File: src/logic/bp_defines.svh
/*
  size macros for the branch direction predictor
  index and history widths, buffer depth, lookup ports, threads
*/
`ifndef BP_DEFINES_SVH
`define BP_DEFINES_SVH

`define GHT_IDX_W      13  // counter table index
`define GHT_HIST_W     13  // retired history per thread
`define GHT_CAM_DEPTH  32  // recently trained indices kept
`define GHT_PORTS      4   // lookups per fetch bundle
`define GHT_THREADS    2
`define GHT_PC_W       32

// index hash takes PC bits GHT_IDX_W+1 down to 2

`endif

File: src/logic/bp_pkg.sv
/*
  predictor types
  2-bit saturating counter and thread id
*/
`default_nettype none

package bp_pkg;

  // upper bit is the predicted direction
  typedef enum logic [1:0] {
    CTR_SNT = 2'b00,  // strong not-taken
    CTR_WNT = 2'b01,  // weak not-taken, reset state
    CTR_WT  = 2'b10,  // weak taken
    CTR_ST  = 2'b11   // strong taken
  } ctr_t;

  typedef logic thread_t;

endpackage

`default_nettype wire

File: src/logic/ght_hist.sv
/*
  retired global history of each thread
  lookup and update index hashes
*/
`timescale 1ns/100ps
`default_nettype none
`include "bp_defines.svh"

module ght_hist import bp_pkg::*; (
  input  wire logic                  clk,
  input  wire logic                  rst,
  input  wire thread_t               lookup_thread,
  input  wire logic [`GHT_PC_W-1:0]  pc0,
  input  wire logic [`GHT_PC_W-1:0]  pc1,
  input  wire logic [`GHT_PC_W-1:0]  pc2,
  input  wire logic [`GHT_PC_W-1:0]  pc3,
  output logic [`GHT_IDX_W-1:0]      idx0,
  output logic [`GHT_IDX_W-1:0]      idx1,
  output logic [`GHT_IDX_W-1:0]      idx2,
  output logic [`GHT_IDX_W-1:0]      idx3,
  input  wire thread_t               upd_thread,
  input  wire logic [`GHT_PC_W-1:0]  upd_pc,
  output logic [`GHT_IDX_W-1:0]      upd_idx,
  input  wire logic                  shift,
  input  wire thread_t               shift_thread,
  input  wire logic                  shift_taken
);

  logic [`GHT_HIST_W-1:0] hist [`GHT_THREADS];

  // pc word bits folded with the history
  function automatic logic [`GHT_IDX_W-1:0] hash(input logic [`GHT_PC_W-1:0] pc,
                                                 input logic [`GHT_HIST_W-1:0] h);
    return pc[`GHT_IDX_W+1:2] ^ h;
  endfunction

  assign idx0    = hash(pc0, hist[lookup_thread]);
  assign idx1    = hash(pc1, hist[lookup_thread]);
  assign idx2    = hash(pc2, hist[lookup_thread]);
  assign idx3    = hash(pc3, hist[lookup_thread]);
  assign upd_idx = hash(upd_pc, hist[upd_thread]);  // own thread's history

  always_ff @(posedge clk) begin
    if (rst) begin
      for (int t = 0; t < `GHT_THREADS; t++) hist[t] <= '0;
    end else if (shift) begin
      hist[shift_thread] <= {hist[shift_thread][`GHT_HIST_W-2:0], shift_taken};
    end
  end

endmodule

`default_nettype wire

File: config.mk
export PLATFORM = sky130hd
export DESIGN_NAME = ght_hist
export DESIGN_NICKNAME = d
export VERILOG_FILES = /design/src/logic/bp_pkg.sv /design/src/logic/ght_hist.sv
export VERILOG_INCLUDE_DIRS = /design/src /design/src/logic
export SDC_FILE = /design/constraint.sdc
export NUM_CORES = 1
export LEC_CHECK = 0
export BUFFER_PORTS_ARGS = -buffer_cell sky130_fd_sc_hd__clkbuf_2
export CELL_PAD_IN_SITES_DETAIL_PLACEMENT = 1
export CELL_PAD_IN_SITES_GLOBAL_PLACEMENT = 2
export CORE_MARGIN = 5
export CORE_UTILIZATION = 19
export DETAILED_ROUTE_END_ITERATION = 16
export PLACE_DENSITY_LB_ADDON = 0.3
export SLEW_MARGIN = 30
export SYNTH_ARGS = -nofsm -noshare
export SYNTH_HDL_FRONTEND = slang
export SYNTH_SLANG_ARGS = --single-unit
File: constraint.sdc
create_clock -name clk -period 2 [get_ports clk]
set_input_delay 0.1 -clock clk [delete_from_list [all_inputs] [get_ports clk]]
set_output_delay 0.1 -clock clk [all_outputs]
set_load 0.005 [all_outputs]
# Word-level counts from Yosys, hierarchy flattened
# Memories as Yosys holds them, arrays and structs flattened.
# Cells that the tools add are included.
[word_totals]
register_bits = 0
ram_bits = 26
inputBits = 167
output_inout_bits = 65
elab_cells = 15
n_memories = 1
[classes]
n_mux = 8
bitwise = 5
reduce_logical = 1
[mem_list]
columns = ["memory", "words", "word_bits", "read_ports", "rd_clocked_by_memory_dff", "write_ports", "line", "text"]
rows = [
  ["hist", 2, 13, 3, 0, 2, "ght_hist.sv:29", "logic [`GHT_HIST_W-1:0] hist [`GHT_THREADS];"],
]
[op_table]
columns = ["cell", "n"]
rows = [
  ["bitwise XOR 13 bit", 5],
  ["2-to-1 mux 13 bit", 1],
  ["OR reduction 13 bit", 1],
  ["2-to-1 mux 1 bit", 7],
]

# Logic depth before layout (Yosys ltp)
[depth]
ltp_word = 5
depth_mapped = 4
depth_no_buf = 2

# Worst setup path after synthesis
# No wires, ideal clock.
[synth_path]
kind = "input-to-output"
start = "in lookup_thread"
end = "out idx0[10]"
t_arrival_ns = 0.882
t_required_ns = 1.900
setup_slack_ns = 1.018
cell_stages = 4
path_buffers = 2
path_cell_list = "buf_6 -> buf_12 -> mux2i_4 -> xnor2_1"
[synth_between]
elab_chain_len = 2
[synth_rtl]
columns = ["item", "line", "text"]
rows = [
  ["start: declaration", "ght_hist.sv:12", "input wire thread_t lookup_thread,"],
  ["memory (2 x 13 bit)", "n/a", ""],
  ["bitwise XOR 13 bit", "ght_hist.sv:34", "return pc[`GHT_IDX_W+1:2] ^ h;"],
  ["end: declaration", "ght_hist.sv:17", "output logic [`GHT_IDX_W-1:0] idx0,"],
]
# No other way between the ends.

==> results.md <==
- Dividing the detail-routed wire length by the instance count gives 12.6 um.
- The detailed-route wire length is 5.35 mm.
- The CTS sink count is 26.
- Ranked by total cell area, the synthesized netlist is headed by sky130_fd_sc_hd__edfxtp_1, sky130_fd_sc_hd__xnor2_1, sky130_fd_sc_hd__mux2i_4, sky130_fd_sc_hd__and2_1, sky130_fd_sc_hd__mux2i_1.
- The total power density per cell area is 536 nW/um^2.
- In this design, the stage delay of the slowest critical-path cell is 460 ps.
- The signal on the critical path passes through mux2i_4, xnor2_1, clkbuf_2.
- The count of cell types in the netlist is 16.
- sky130_fd_sc_hd__edfxtp_1 takes more of the synthesized area than any other cell.
- The number of DRC violations after detailed routing is 0.
- The aggregate global routing overflow is 0.
- The number of nets produced by synthesis is 322.
- The register-to-register setup slack is 1140 ps.
- Hold repair after CTS inserted 0 buffers.
- Across all hold checks on the routed design, the worst slack comes to 185 ps.
- The buffer cell driving the clock tree root is sky130_fd_sc_hd__clkbuf_8.
- STA classifies the critical path startpoint as a register.
- The number of buffers added by the clock tree synthesis step is 3.
- Measured along the x axis, the die boundary spans 113 um.
- For this design, the slowest cell found on the critical path is sky130_fd_sc_hd__edfxtp_1.
- The floorplan die area is 12800 um^2.
- The final weighted congestion in routability-driven placement is 0.677.
- In the final timing run, aggregate negative setup slack is 0 ps.
- The number of rows created at floorplan is 37.
- The most common cell after layout, fill and taps aside is sky130_fd_sc_hd__clkbuf_2.
- The number of DRC markers after the initial detailed-route iteration is 18.
- For this run, global-route usage on met3 was measured as 0.0257.
- The setup slack at placement is 750 ps.
- At the worst endpoint, the arrival time is 1270 ps.
- The quantity of gates resized following cts is 0.
- The ratio of routed vias to standard cells is 3.75.
- The path class of the lowest-slack min-delay path is in -> reg.
- The initial cell density of the core is 0.195.
- For met1 alone, demand over resource in global routing was 0.101.
- Setup repair after global routing left no endpoint under its margin.
- The via count of the first global-routing pass is 1662.
- The final-stage net count is 458.
- The core region is 10400 um^2.
- For this run, the register share of the synthesized area comes to 0.386.
- The remaining max-slew budget at the tightest pin is 0.566.
- The capturing point of the worst reg2reg path is hist[1][4].
- The number of synthesis warnings is 0.
- The library cells used most frequently in the layout, excluding fill and tap cells, are sky130_fd_sc_hd__clkbuf_2, sky130_fd_sc_hd__xnor2_1, sky130_fd_sc_hd__edfxtp_1.
- The first global-routing pass estimated 8.41 mm of wire.
- The global routing stage identified its most utilized layer as met2.
- The post-DP HPWL is 4.51 mm.
- The number of buffers on the longest clock path is 2.
- The global-route met2 utilization is 0.139.
- The count of max-cap constraint violations is 0.
- The global-route total usage across every layer is 0.0814.
- The fmax is 729 MHz.
- Across the routed clock network, the largest skew measured is 2.05 ps.
- The floorplan step set the die height to 113 um.
- The flow ran to the end, and the final reports show no timing, DRC or antenna violations.
- The source of the worst register-to-register timing path is hist[1][3].
- The critical path class is reg -> out.
- Post-CTS timing repair inserted 0 buffers for setup.
- The synthesis-to-finish area growth is 43.0%.
- The portion of synthesized cell area occupied by the leading cell type is 0.386.
- A synthesized cell averages 13.1 um^2.
- The critical-path maximum fanout is 4.
- The pin count of the biggest net entering global routing is 15.
- Across all setup checks in the final design, the least slack found is 628 ps.
- The number of hold violations in the final report is 0.
- The flip-flop count of the largest register, all copies and words added is 26.
- CTS built an H-tree with a depth of 1.
- The number of antenna violations at the first check in global routing is 0.
- In this run the tool buffered the top-level ports with 136 buffer cells.
- The worst reg2reg path depth is 1.
- The register with the most flip-flops in the final layout is hist.
- The clock tree from TritonCTS is yes.
- The final antenna diode count is 0.
- The share of the core filled with cells is 0.279.
- The clock-pin slew on the worst setup and hold paths is 80 ps.
- The max-slew violation count is 0.
- After layout, the minimum clock period comes to 1370 ps.
- The worst-case IR drop observed on VDD is 0.208 mV.
- The netlist area before placement is 2020 um^2.
- The synthesized instance count is 155.
- Of the cells placed in the final design, the portion with a size suffix greater than 1 is 0.531.
- The final-layout fill cell count is 1214.
- For the worst setup path, the data required time is 1900 ps.
- The detail route stage leaves a number of antenna-violating nets equal to 0.
- The number of detailed-route iterations in the first pass is 2.
- In this run the count of I/O pins placed on the die edge is 232.
- The leakage power of the design is 0.00126 uW.
- The critical path ends at idx0[3].
- The timing startpoint of the critical path is hist[1][3].
- After synthesis the netlist holds a flip-flop and latch count of 26.
- In the final layout, the registers with the most flip-flops are hist x26.
- In the finished design, the share of the clock period the worst path needs comes to 0.686.
- The worst setup path is captured at a primary output.
- The cell count after placement is 422.
- The via total after detailed routing is 1599.
- The finished layout holds 426 standard cells, fillers aside.
- At the later pin of the worst-skew pair, clock insertion delay measures 260 ps.
- For the pin with the worst max-slew slack, the measured transition is 649 ps.
- Setup violations remaining at the end of the flow were counted as 0.
[kinds of logic after synthesis]
| family | count (synthesis) | synth area share |
|---|---|---|
| AND/OR/NAND/NOR | 29 | 0.0891 |
| AO/OA/AOI/OAI | 2 | 0.00742 |
| buffers and inverters | 7 | 0.0272 |
| flip-flops | 26 | 0.386 |
| multiplexers | 26 | 0.209 |
| XOR/XNOR | 65 | 0.281 |
[report_power, final]
part	total [uW]	leakage, uW	internal [uW]	switching [uW]
logic	584	0.000962	328	256
clock network	294	0.0000231	137	157
registers	672	0.000277	636	36.6
[worst max-delay path: cells and delay by family (launching register included)]
kind                      cells  cell delay, ps
buffers and inverters         1             140
DFF                           1             460
muxes                         1             250
xor gates and xnor gates      1             160
[synth_stat cells]
cell type                  instances
sky130_fd_sc_hd__buf_2             1
sky130_fd_sc_hd__inv_1             1
sky130_fd_sc_hd__a21o_1            2
sky130_fd_sc_hd__and2_1           24
sky130_fd_sc_hd__nor3b_1           1
sky130_fd_sc_hd__clkbuf_1          2
sky130_fd_sc_hd__buf_6             1
sky130_fd_sc_hd__buf_4             1
sky130_fd_sc_hd__xnor2_1          65
sky130_fd_sc_hd__nand2_1           1
sky130_fd_sc_hd__mux2i_4          13
sky130_fd_sc_hd__buf_12            1
sky130_fd_sc_hd__mux2i_1          13
sky130_fd_sc_hd__nor3_1            2
sky130_fd_sc_hd__and3b_1           1
sky130_fd_sc_hd__edfxtp_1         26
[stage by stage]
step / area (um^2) / power, uW
6_report: 2890 / 1550
5_1_grt: 2890 / 1660
4_1_cts: 2890 / 1600
3_5_place_dp: 2850 / 1290
3_3_place_gp: 2850 / 1280
2_1_floorplan: 2020 / 993
[cell type report]
class	count	area [um^2]	share of cell area
Inverter	1	3.75	0.00130
Timing Repair Buffer	137	701	0.242
Clock buffer	3	41.3	0.0143
Multi-Input combinational cell	122	1190	0.412
Clock inverter	1	3.75	0.00130
Sequential cell	26	781	0.270
Tap cell	136	170	0.0588
[worst min path at each step]
stage,to,slack (ps),from,cells after the start
after floorplan,idx0[0],260,pc0[2],1
after global placement,idx2[11],450,pc2[13],3
after detailed placement,idx0[0],450,pc0[2],3
after CTS,hist[1][0],180,shift_taken,3
after global routing,hist[1][0],180,shift_taken,3
final,hist[1][0],190,shift_taken,3
[routing by layer]
metal | vias up | share of wire
met3 | 4 | 0.090
met2 | 79 | 0.49
li1 | 789 | -
met1 | 727 | 0.41
met4 | 0 | 0.0069
met5 | - | 0
Note: power is estimated with default switching activity, not from simulation.
