===== config.mk =====
export PLATFORM = sky130hd
export DESIGN_NAME = ght_update
export DESIGN_NICKNAME = d
export VERILOG_FILES = /design/src/logic/bp_pkg.sv /design/src/logic/ght_update.sv
export VERILOG_INCLUDE_DIRS = /design/src /design/src/logic
export SDC_FILE = /design/constraint.sdc
export NUM_CORES = 1
export LEC_CHECK = 0
export ABC_AREA = 1
export BUFFER_PORTS_ARGS = -buffer_cell sky130_fd_sc_hd__buf_2
export CORE_MARGIN = 2
export CORE_UTILIZATION = 44
export DETAILED_ROUTE_END_ITERATION = 8
export PLACE_DENSITY = 0.91
export SLEW_MARGIN = 5
export SYNTH_ARGS = -nofsm -noshare
export SYNTH_HDL_FRONTEND = slang
export SYNTH_SLANG_ARGS = --single-unit
export TNS_END_PERCENT = 1

===== constraint.sdc =====
create_clock -name clk -period 2.02 [get_ports clk]
set_input_delay 0.101 -clock clk [delete_from_list [all_inputs] [get_ports clk]]
set_output_delay 0.101 -clock clk [all_outputs]
set_load 0.01 [all_outputs]

===== src/logic/bp_defines.svh =====
/*
  size macros for the branch direction predictor
  index and history widths, buffer depth, lookup ports, threads
*/
`ifndef BP_DEFINES_SVH
`define BP_DEFINES_SVH

`define GHT_IDX_W      13  // counter table index
`define GHT_HIST_W     13  // retired history per thread
`define GHT_CAM_DEPTH  32  // recently trained indices kept
`define GHT_PORTS      4   // lookups per fetch bundle
`define GHT_THREADS    2
`define GHT_PC_W       32

// index hash takes PC bits GHT_IDX_W+1 down to 2

`endif


===== src/logic/bp_pkg.sv =====
/*
  predictor types
  2-bit saturating counter and thread id
*/
`default_nettype none

package bp_pkg;

  // upper bit is the predicted direction
  typedef enum logic [1:0] {
    CTR_SNT = 2'b00,  // strong not-taken
    CTR_WNT = 2'b01,  // weak not-taken, reset state
    CTR_WT  = 2'b10,  // weak taken
    CTR_ST  = 2'b11   // strong taken
  } ctr_t;

  typedef logic thread_t;

endpackage

`default_nettype wire


===== src/logic/ght_update.sv =====
/*
  four-phase update controller
  counter read, saturation, write-back, buffer insert, history shift
*/
`timescale 1ns/100ps
`default_nettype none
`include "bp_defines.svh"

module ght_update import bp_pkg::*; (
  input  wire logic                  clk,
  input  wire logic                  rst,
  input  wire logic                  upd_req,
  output logic                       upd_ack,
  input  wire thread_t               upd_thread,
  input  wire logic                  upd_taken,
  input  wire logic [`GHT_IDX_W-1:0] upd_idx,
  output logic [`GHT_IDX_W-1:0]      uidx,
  input  wire ctr_t                  uctr,
  output logic                       tbl_wen,
  output logic [`GHT_IDX_W-1:0]      tbl_widx,
  output ctr_t                       tbl_wctr,
  output logic                       cam_wen,
  output logic [`GHT_IDX_W-1:0]      cam_addr,
  output thread_t                    cam_thread,
  output logic                       hist_shift,
  output thread_t                    hist_thread,
  output logic                       hist_taken
);

  typedef enum logic [1:0] {S_IDLE, S_READ, S_WRITE, S_WAIT} state_t;

  state_t                state;
  logic [`GHT_IDX_W-1:0] idx_q;    // latched on acceptance
  thread_t               thread_q;
  logic                  taken_q;
  ctr_t                  wctr_q;   // saturated value for write-back

  function automatic ctr_t sat_ctr(input ctr_t c, input logic taken);
    if (taken) return (c == CTR_ST) ? CTR_ST : ctr_t'(c + 2'd1);
    return (c == CTR_SNT) ? CTR_SNT : ctr_t'(c - 2'd1);
  endfunction

  // ~~~~~~~~~~~~~~~~~~~~~~~~~~~~~~~~~~~~~~~~~~~~~~~~~~
  // FSM and ack
  always_ff @(posedge clk) begin
    if (rst) begin
      state   <= S_IDLE;
      upd_ack <= 1'b0;
    end else begin
      case (state)
        S_IDLE:  if (upd_req) state <= S_READ;
        S_READ: begin
          state   <= S_WRITE;
          upd_ack <= 1'b1;      // high along with the write
        end
        S_WRITE: state <= S_WAIT;
        S_WAIT: begin
          if (!upd_req) begin   // release seen, drop ack next cycle
            state   <= S_IDLE;
            upd_ack <= 1'b0;
          end
        end
        default: state <= S_IDLE;
      endcase
    end
  end

  always_ff @(posedge clk) begin
    if (state == S_IDLE && upd_req) begin
      idx_q    <= upd_idx;
      thread_q <= upd_thread;
      taken_q  <= upd_taken;
    end
    if (state == S_READ) wctr_q <= sat_ctr(uctr, taken_q);
  end

  // ~~~~~~~~~~~~~~~~~~~~~~~~~~~~~~~~~~~~~~~~~~~~~~~~~~
  // single-cycle commit in S_WRITE
  assign uidx        = idx_q;
  assign tbl_wen     = (state == S_WRITE);
  assign tbl_widx    = idx_q;
  assign tbl_wctr    = wctr_q;
  assign cam_wen     = (state == S_WRITE);
  assign cam_addr    = idx_q;
  assign cam_thread  = thread_q;
  assign hist_shift  = (state == S_WRITE);
  assign hist_thread = thread_q;
  assign hist_taken  = taken_q;

  // four-phase rule, ack is held for as long as the request is
  a_ack_hold: assert property (@(posedge clk) disable iff (rst)
    upd_ack && upd_req |=> upd_ack);

endmodule

`default_nettype wire


# Word-level counts from Yosys, hierarchy flattened
# Index checks and enable logic that the tools add are counted.
dict set report totals {
  ff_bits 20
  output_inout_bits 48
  wordCells 31
}
dict set report op_classes {
  add_sub_neg 2
  n_eq_ne 6
  n_mux 11
  n_reduce_logical 6
}
# cell n
set ops {}
lappend ops {{two-way mux 2 bit} 6}
lappend ops {{case mux 2 bit (4 select lines)} 1}
lappend ops {{equality test 2 bit (second input constant)} 3}
lappend ops {{logical NOT 2 bit} 2}
lappend ops {{inequality test 2 bit (second input constant)} 2}
lappend ops {{AND reduction 2 bit} 2}
lappend ops {{two-way mux 1 bit} 3}
lappend ops {{adder 2 x 1 -> 2 bit (second input constant)} 1}
lappend ops {{equality test 2 x 1 -> 1 bit (second input constant)} 1}
lappend ops {{case mux 1 bit (2 select lines)} 1}
lappend ops {{nonzero test 2 bit} 1}
lappend ops {{subtractor 2 x 1 -> 2 bit (second input constant)} 1}
lappend ops {{logical AND 1 bit} 1}

# Longest topological paths before layout
dict set report logic_depth {
  ltp_word 4
  ltp_mapped 7
}

# Worst setup path after synthesis
# No wires, ideal clock.
dict set report synth_timing {
  kind {reg2reg}
  startpoint {reg state[0]}
  endpoint {reg idx_q[0] (netlist: cam_addr[0]) (enable)}
  t_arrival_ns 0.977
  required_ns 1.661
  setup_slack_ns 0.684
  path_stages_with_launch 5
  path_buffers 0
  period_less_slack_ns 1.336
  path_cell_list {dfxtp_1 -> inv_1 -> ha_1 -> nand2_1 -> inv_1}
}
dict set report synth_between {
  elab_chain_cells 2
}
# element line_no
set synth_rtl {}
lappend synth_rtl {{from (decl)} ght_update.sv:32} ;# state_t state;
lappend synth_rtl {{from (signal assigned)} ght_update.sv:47} ;# state <= S_IDLE;
lappend synth_rtl {{from (signal assigned)} ght_update.sv:51} ;# S_IDLE: if (upd_req) state <= S_READ;
lappend synth_rtl {{from (signal assigned)} ght_update.sv:53} ;# state <= S_WRITE;
lappend synth_rtl {{logical NOT 2 bit} ght_update.sv:69} ;# if (state == S_IDLE && upd_req) begin
lappend synth_rtl {{logical AND 1 bit} ght_update.sv:69}
lappend synth_rtl {{to (signal assigned)} ght_update.sv:70} ;# idx_q <= upd_idx;
lappend synth_rtl {{to (decl)} ght_update.sv:33} ;# logic [`GHT_IDX_W-1:0] idx_q;
# No other way between the ends.
# A chain may end at the register's enable or synchronous reset.

# Final worst setup path
dict set report layout_timing {
  startpoint {reg state[0]}
  endpoint {reg idx_q[6] (netlist: cam_addr[6]) (enable)}
}
# The elaborated chain is that of the path after synthesis.

==> impl_metrics.json <==
{
  "port_buffers": 67,
  "netlist_instances": 92,
  "initialDrtViolationCount": 7,
  "nFillCells": 173,
  "drv.max_cap_violation_count": 0,
  "clk_transition_reported_paths_ps": 100,
  "worst_ep_required_time_ps": 1950,
  "drt_wl_total_um": 1670,
  "dp.cells": 158,
  "avgRoutedWirePerCell_um": 9.41,
  "drt_first_pass_iters": 2,
  "post_synth_instance_area_um2": 1020,
  "grt_start_max_net_pins": 16,
  "timing.final.hold_violations": 0,
  "grt_first_pass_wirelength_um": 2520,
  "detailed_place_hpwl_um": 1380,
  "worst_slew_margin_rel_pct": 66.3,
  "max-vdd-ir-drop_v": 0.000582,
  "postSynthNetCount": 119,
  "status": "complete, no violations",
  "cts_buffers": 3,
  "endpoint_kind": "register",
  "syn2layout_area_growth_pct": 32.3,
  "dieHeight_um": 52.1,
  "drtAntennaViolNets": 0,
  "final.setup_skew_ps": 2.96,
  "synth_warnings": 0,
  "timing.final.crit_share_pct": 73.5,
  "rsz0062_at_grt": "no",
  "final-setup-viol-count": 0,
  "setup.reg_to_reg.worst_slack_ps": 530,
  "die_area_um2": 2720,
  "drc": 0,
  "die_width_um": 52.1,
  "clkLatencyLatePin_ps": 280,
  "cts-resized-gates": 0,
  "post-route-cell-area_um2": 1350,
  "root_buffer": "clkbuf_4",
  "ys_ff_latch": 20,
  "critical_path.max_fanout": 15,
  "final_layout_size_suffix_gt1_share_pct": 47.0,
  "min-delay-path-class": "in2reg",
  "syn_avg_cell_area_um2": 11.1,
  "grt_pass1_vias": 633,
  "inserted_diodes": 0,
  "row_count": 17,
  "clock_sinks": 20,
  "initial_standard_cell_utilization_of_the_core_pct": 46.5,
  "synth.yosys.seq_area_share_pct": 56.0,
  "boundaryPins": 68,
  "setup-tns-final_ps": 0,
  "htree_num_levels": 1,
  "final_core_util_pct": 61.5,
  "antenna_found_initial": 0,
  "min_period_ps": 1490,
  "grt_use_total_pct": 12.6,
  "startpoint_type": "register",
  "slew_viol_final": 0,
  "tritoncts": "done",
  "leakage_nw": 0.684,
  "finalNonFillerCells": 177,
  "synth_cell_types": 10,
  "cp.arrival_ps": 1410,
  "dpl_cell_area_um2": 1170,
  "cts_setup_buffers": 0,
  "setup_crit_path_kind": "reg2reg",
  "achievable-frequency_ghz": 0.673,
  "grt_overflow_total": 0,
  "nNetsFinal": 177,
  "routabilityCongestion": 0.590,
  "detail_route.vias_per_cell": 4.18,
  "detailroute.via_count": 740,
  "hold_slack_ps": 63.6,
  "core_um2": 2190,
  "power_per_cell_area_nw_per_um2": 872,
  "worstMarginPinSlew_ps": 506,
  "cts-root-to-sink-buffers": 2
}
==> per-layer routing <==
metal  vias to the layer above  wire length, µm  GRT usage [%]
li1                        378                -              -
met1                       315              630           13.2
met2                        47              831           24.7
met3                         0              204           3.45
met4                         0                0           2.63
met5                         -                0              0
==> registers in the layout (all words and copies together), names as in the netlist <==
| signal | flops |
|---|---|
| hist_taken | 1 |
| upd_ack | 1 |
| cam_thread | 1 |
| state | 2 |
| cam_addr | 13 |
| tbl_wctr | 2 |
==> where the power goes <==
group	total [W]	switching (W)	internal (W)
registers	0.000584	0.0000456	0.000538
clock network	0.000176	0.000100	0.0000764
logic	0.000415	0.000235	0.000180
==> synthesized netlist by cell type <==
library cell	count	share of area, %
buf_4	29	21
edfxtp_1	17	50
dfxtp_1	3	5.9
nor2_1	7	2.6
ha_1	7	8.6
a21oi_1	1	0.49
o21ai_0	2	0.98
inv_1	10	3.7
nand2_1	13	4.8
nand3_1	3	1.5
==> cell type report <==
type | instances | area [µm²] | share of cell area [%]
clock buffers | 4 | 26.3 | 1.95
inverters | 10 | 37.5 | 2.79
multi-input cells | 33 | 193 | 14.3
flip-flops and latches | 20 | 571 | 42.3
well taps | 28 | 35.0 | 2.60
repair buffers | 82 | 485 | 36.0
==> path summary, 6_finish.rpt <==
kind | from | endpoint | depth (start not counted)
worst max-delay path | state[0]$_SDFFE_PP0P_ | cam_addr[6]$_DFFE_PP_ | 4
worst min-delay path | rst | upd_ack$_SDFFE_PP0P_ | 4
worst max register to register | state[0]$_SDFFE_PP0P_ | cam_addr[6]$_DFFE_PP_ | 4
worst min register to register | upd_ack$_SDFFE_PP0P_ | upd_ack$_SDFFE_PP0P_ | 2
==> cells in the final DEF, fill, tap and decap left out <==
master and n:
buf_2 67, edfxtp_1 17, dlygate4sd3_1 15, nand2_1 13
inv_1 10, nor2_1 7, ha_1 7, nand3_1 3
clkbuf_4 3, dfxtp_1 3, o21ai_0 2, a21oi_1 1
clkbuf_1 1
==> kinds of logic (layout without fill, tap and decap cells) <==
family / count (synthesis) / in the layout / synth area share, %
buffers and inverters: 39 / 96 / 25.1
AND/OR/NAND/NOR: 23 / 23 / 8.85
flip-flops: 20 / 20 / 56.0
adder cells (fa/ha/maj): 7 / 7 / 8.60
AO/OA/AOI/OAI: 3 / 3 / 1.47
==> critical path, cell delays in order (launching register included) <==
cell	delay, ps
dfxtp_1	380
inv_1	130
ha_1	200
nand2_1	60
inv_1	380
==> what timing repair did <==
| item | CTS | global route |
|---|---|---|
| hold buffers | 15 | 0 |
| endpoints found under the setup margin | 0 | 0 |
| endpoints found under the hold margin | 15 | 0 |
==> through the flow <==
stage,setup slack [ps],total power (W)
2_1_floorplan,684,0.000921
4_1_cts,505,0.00120
5_1_grt,371,0.00127
3_5_place_dp,511,0.000992
3_3_place_gp,575,0.000976
6_report,535,0.00118
Power figures use the tool's default switching activity.
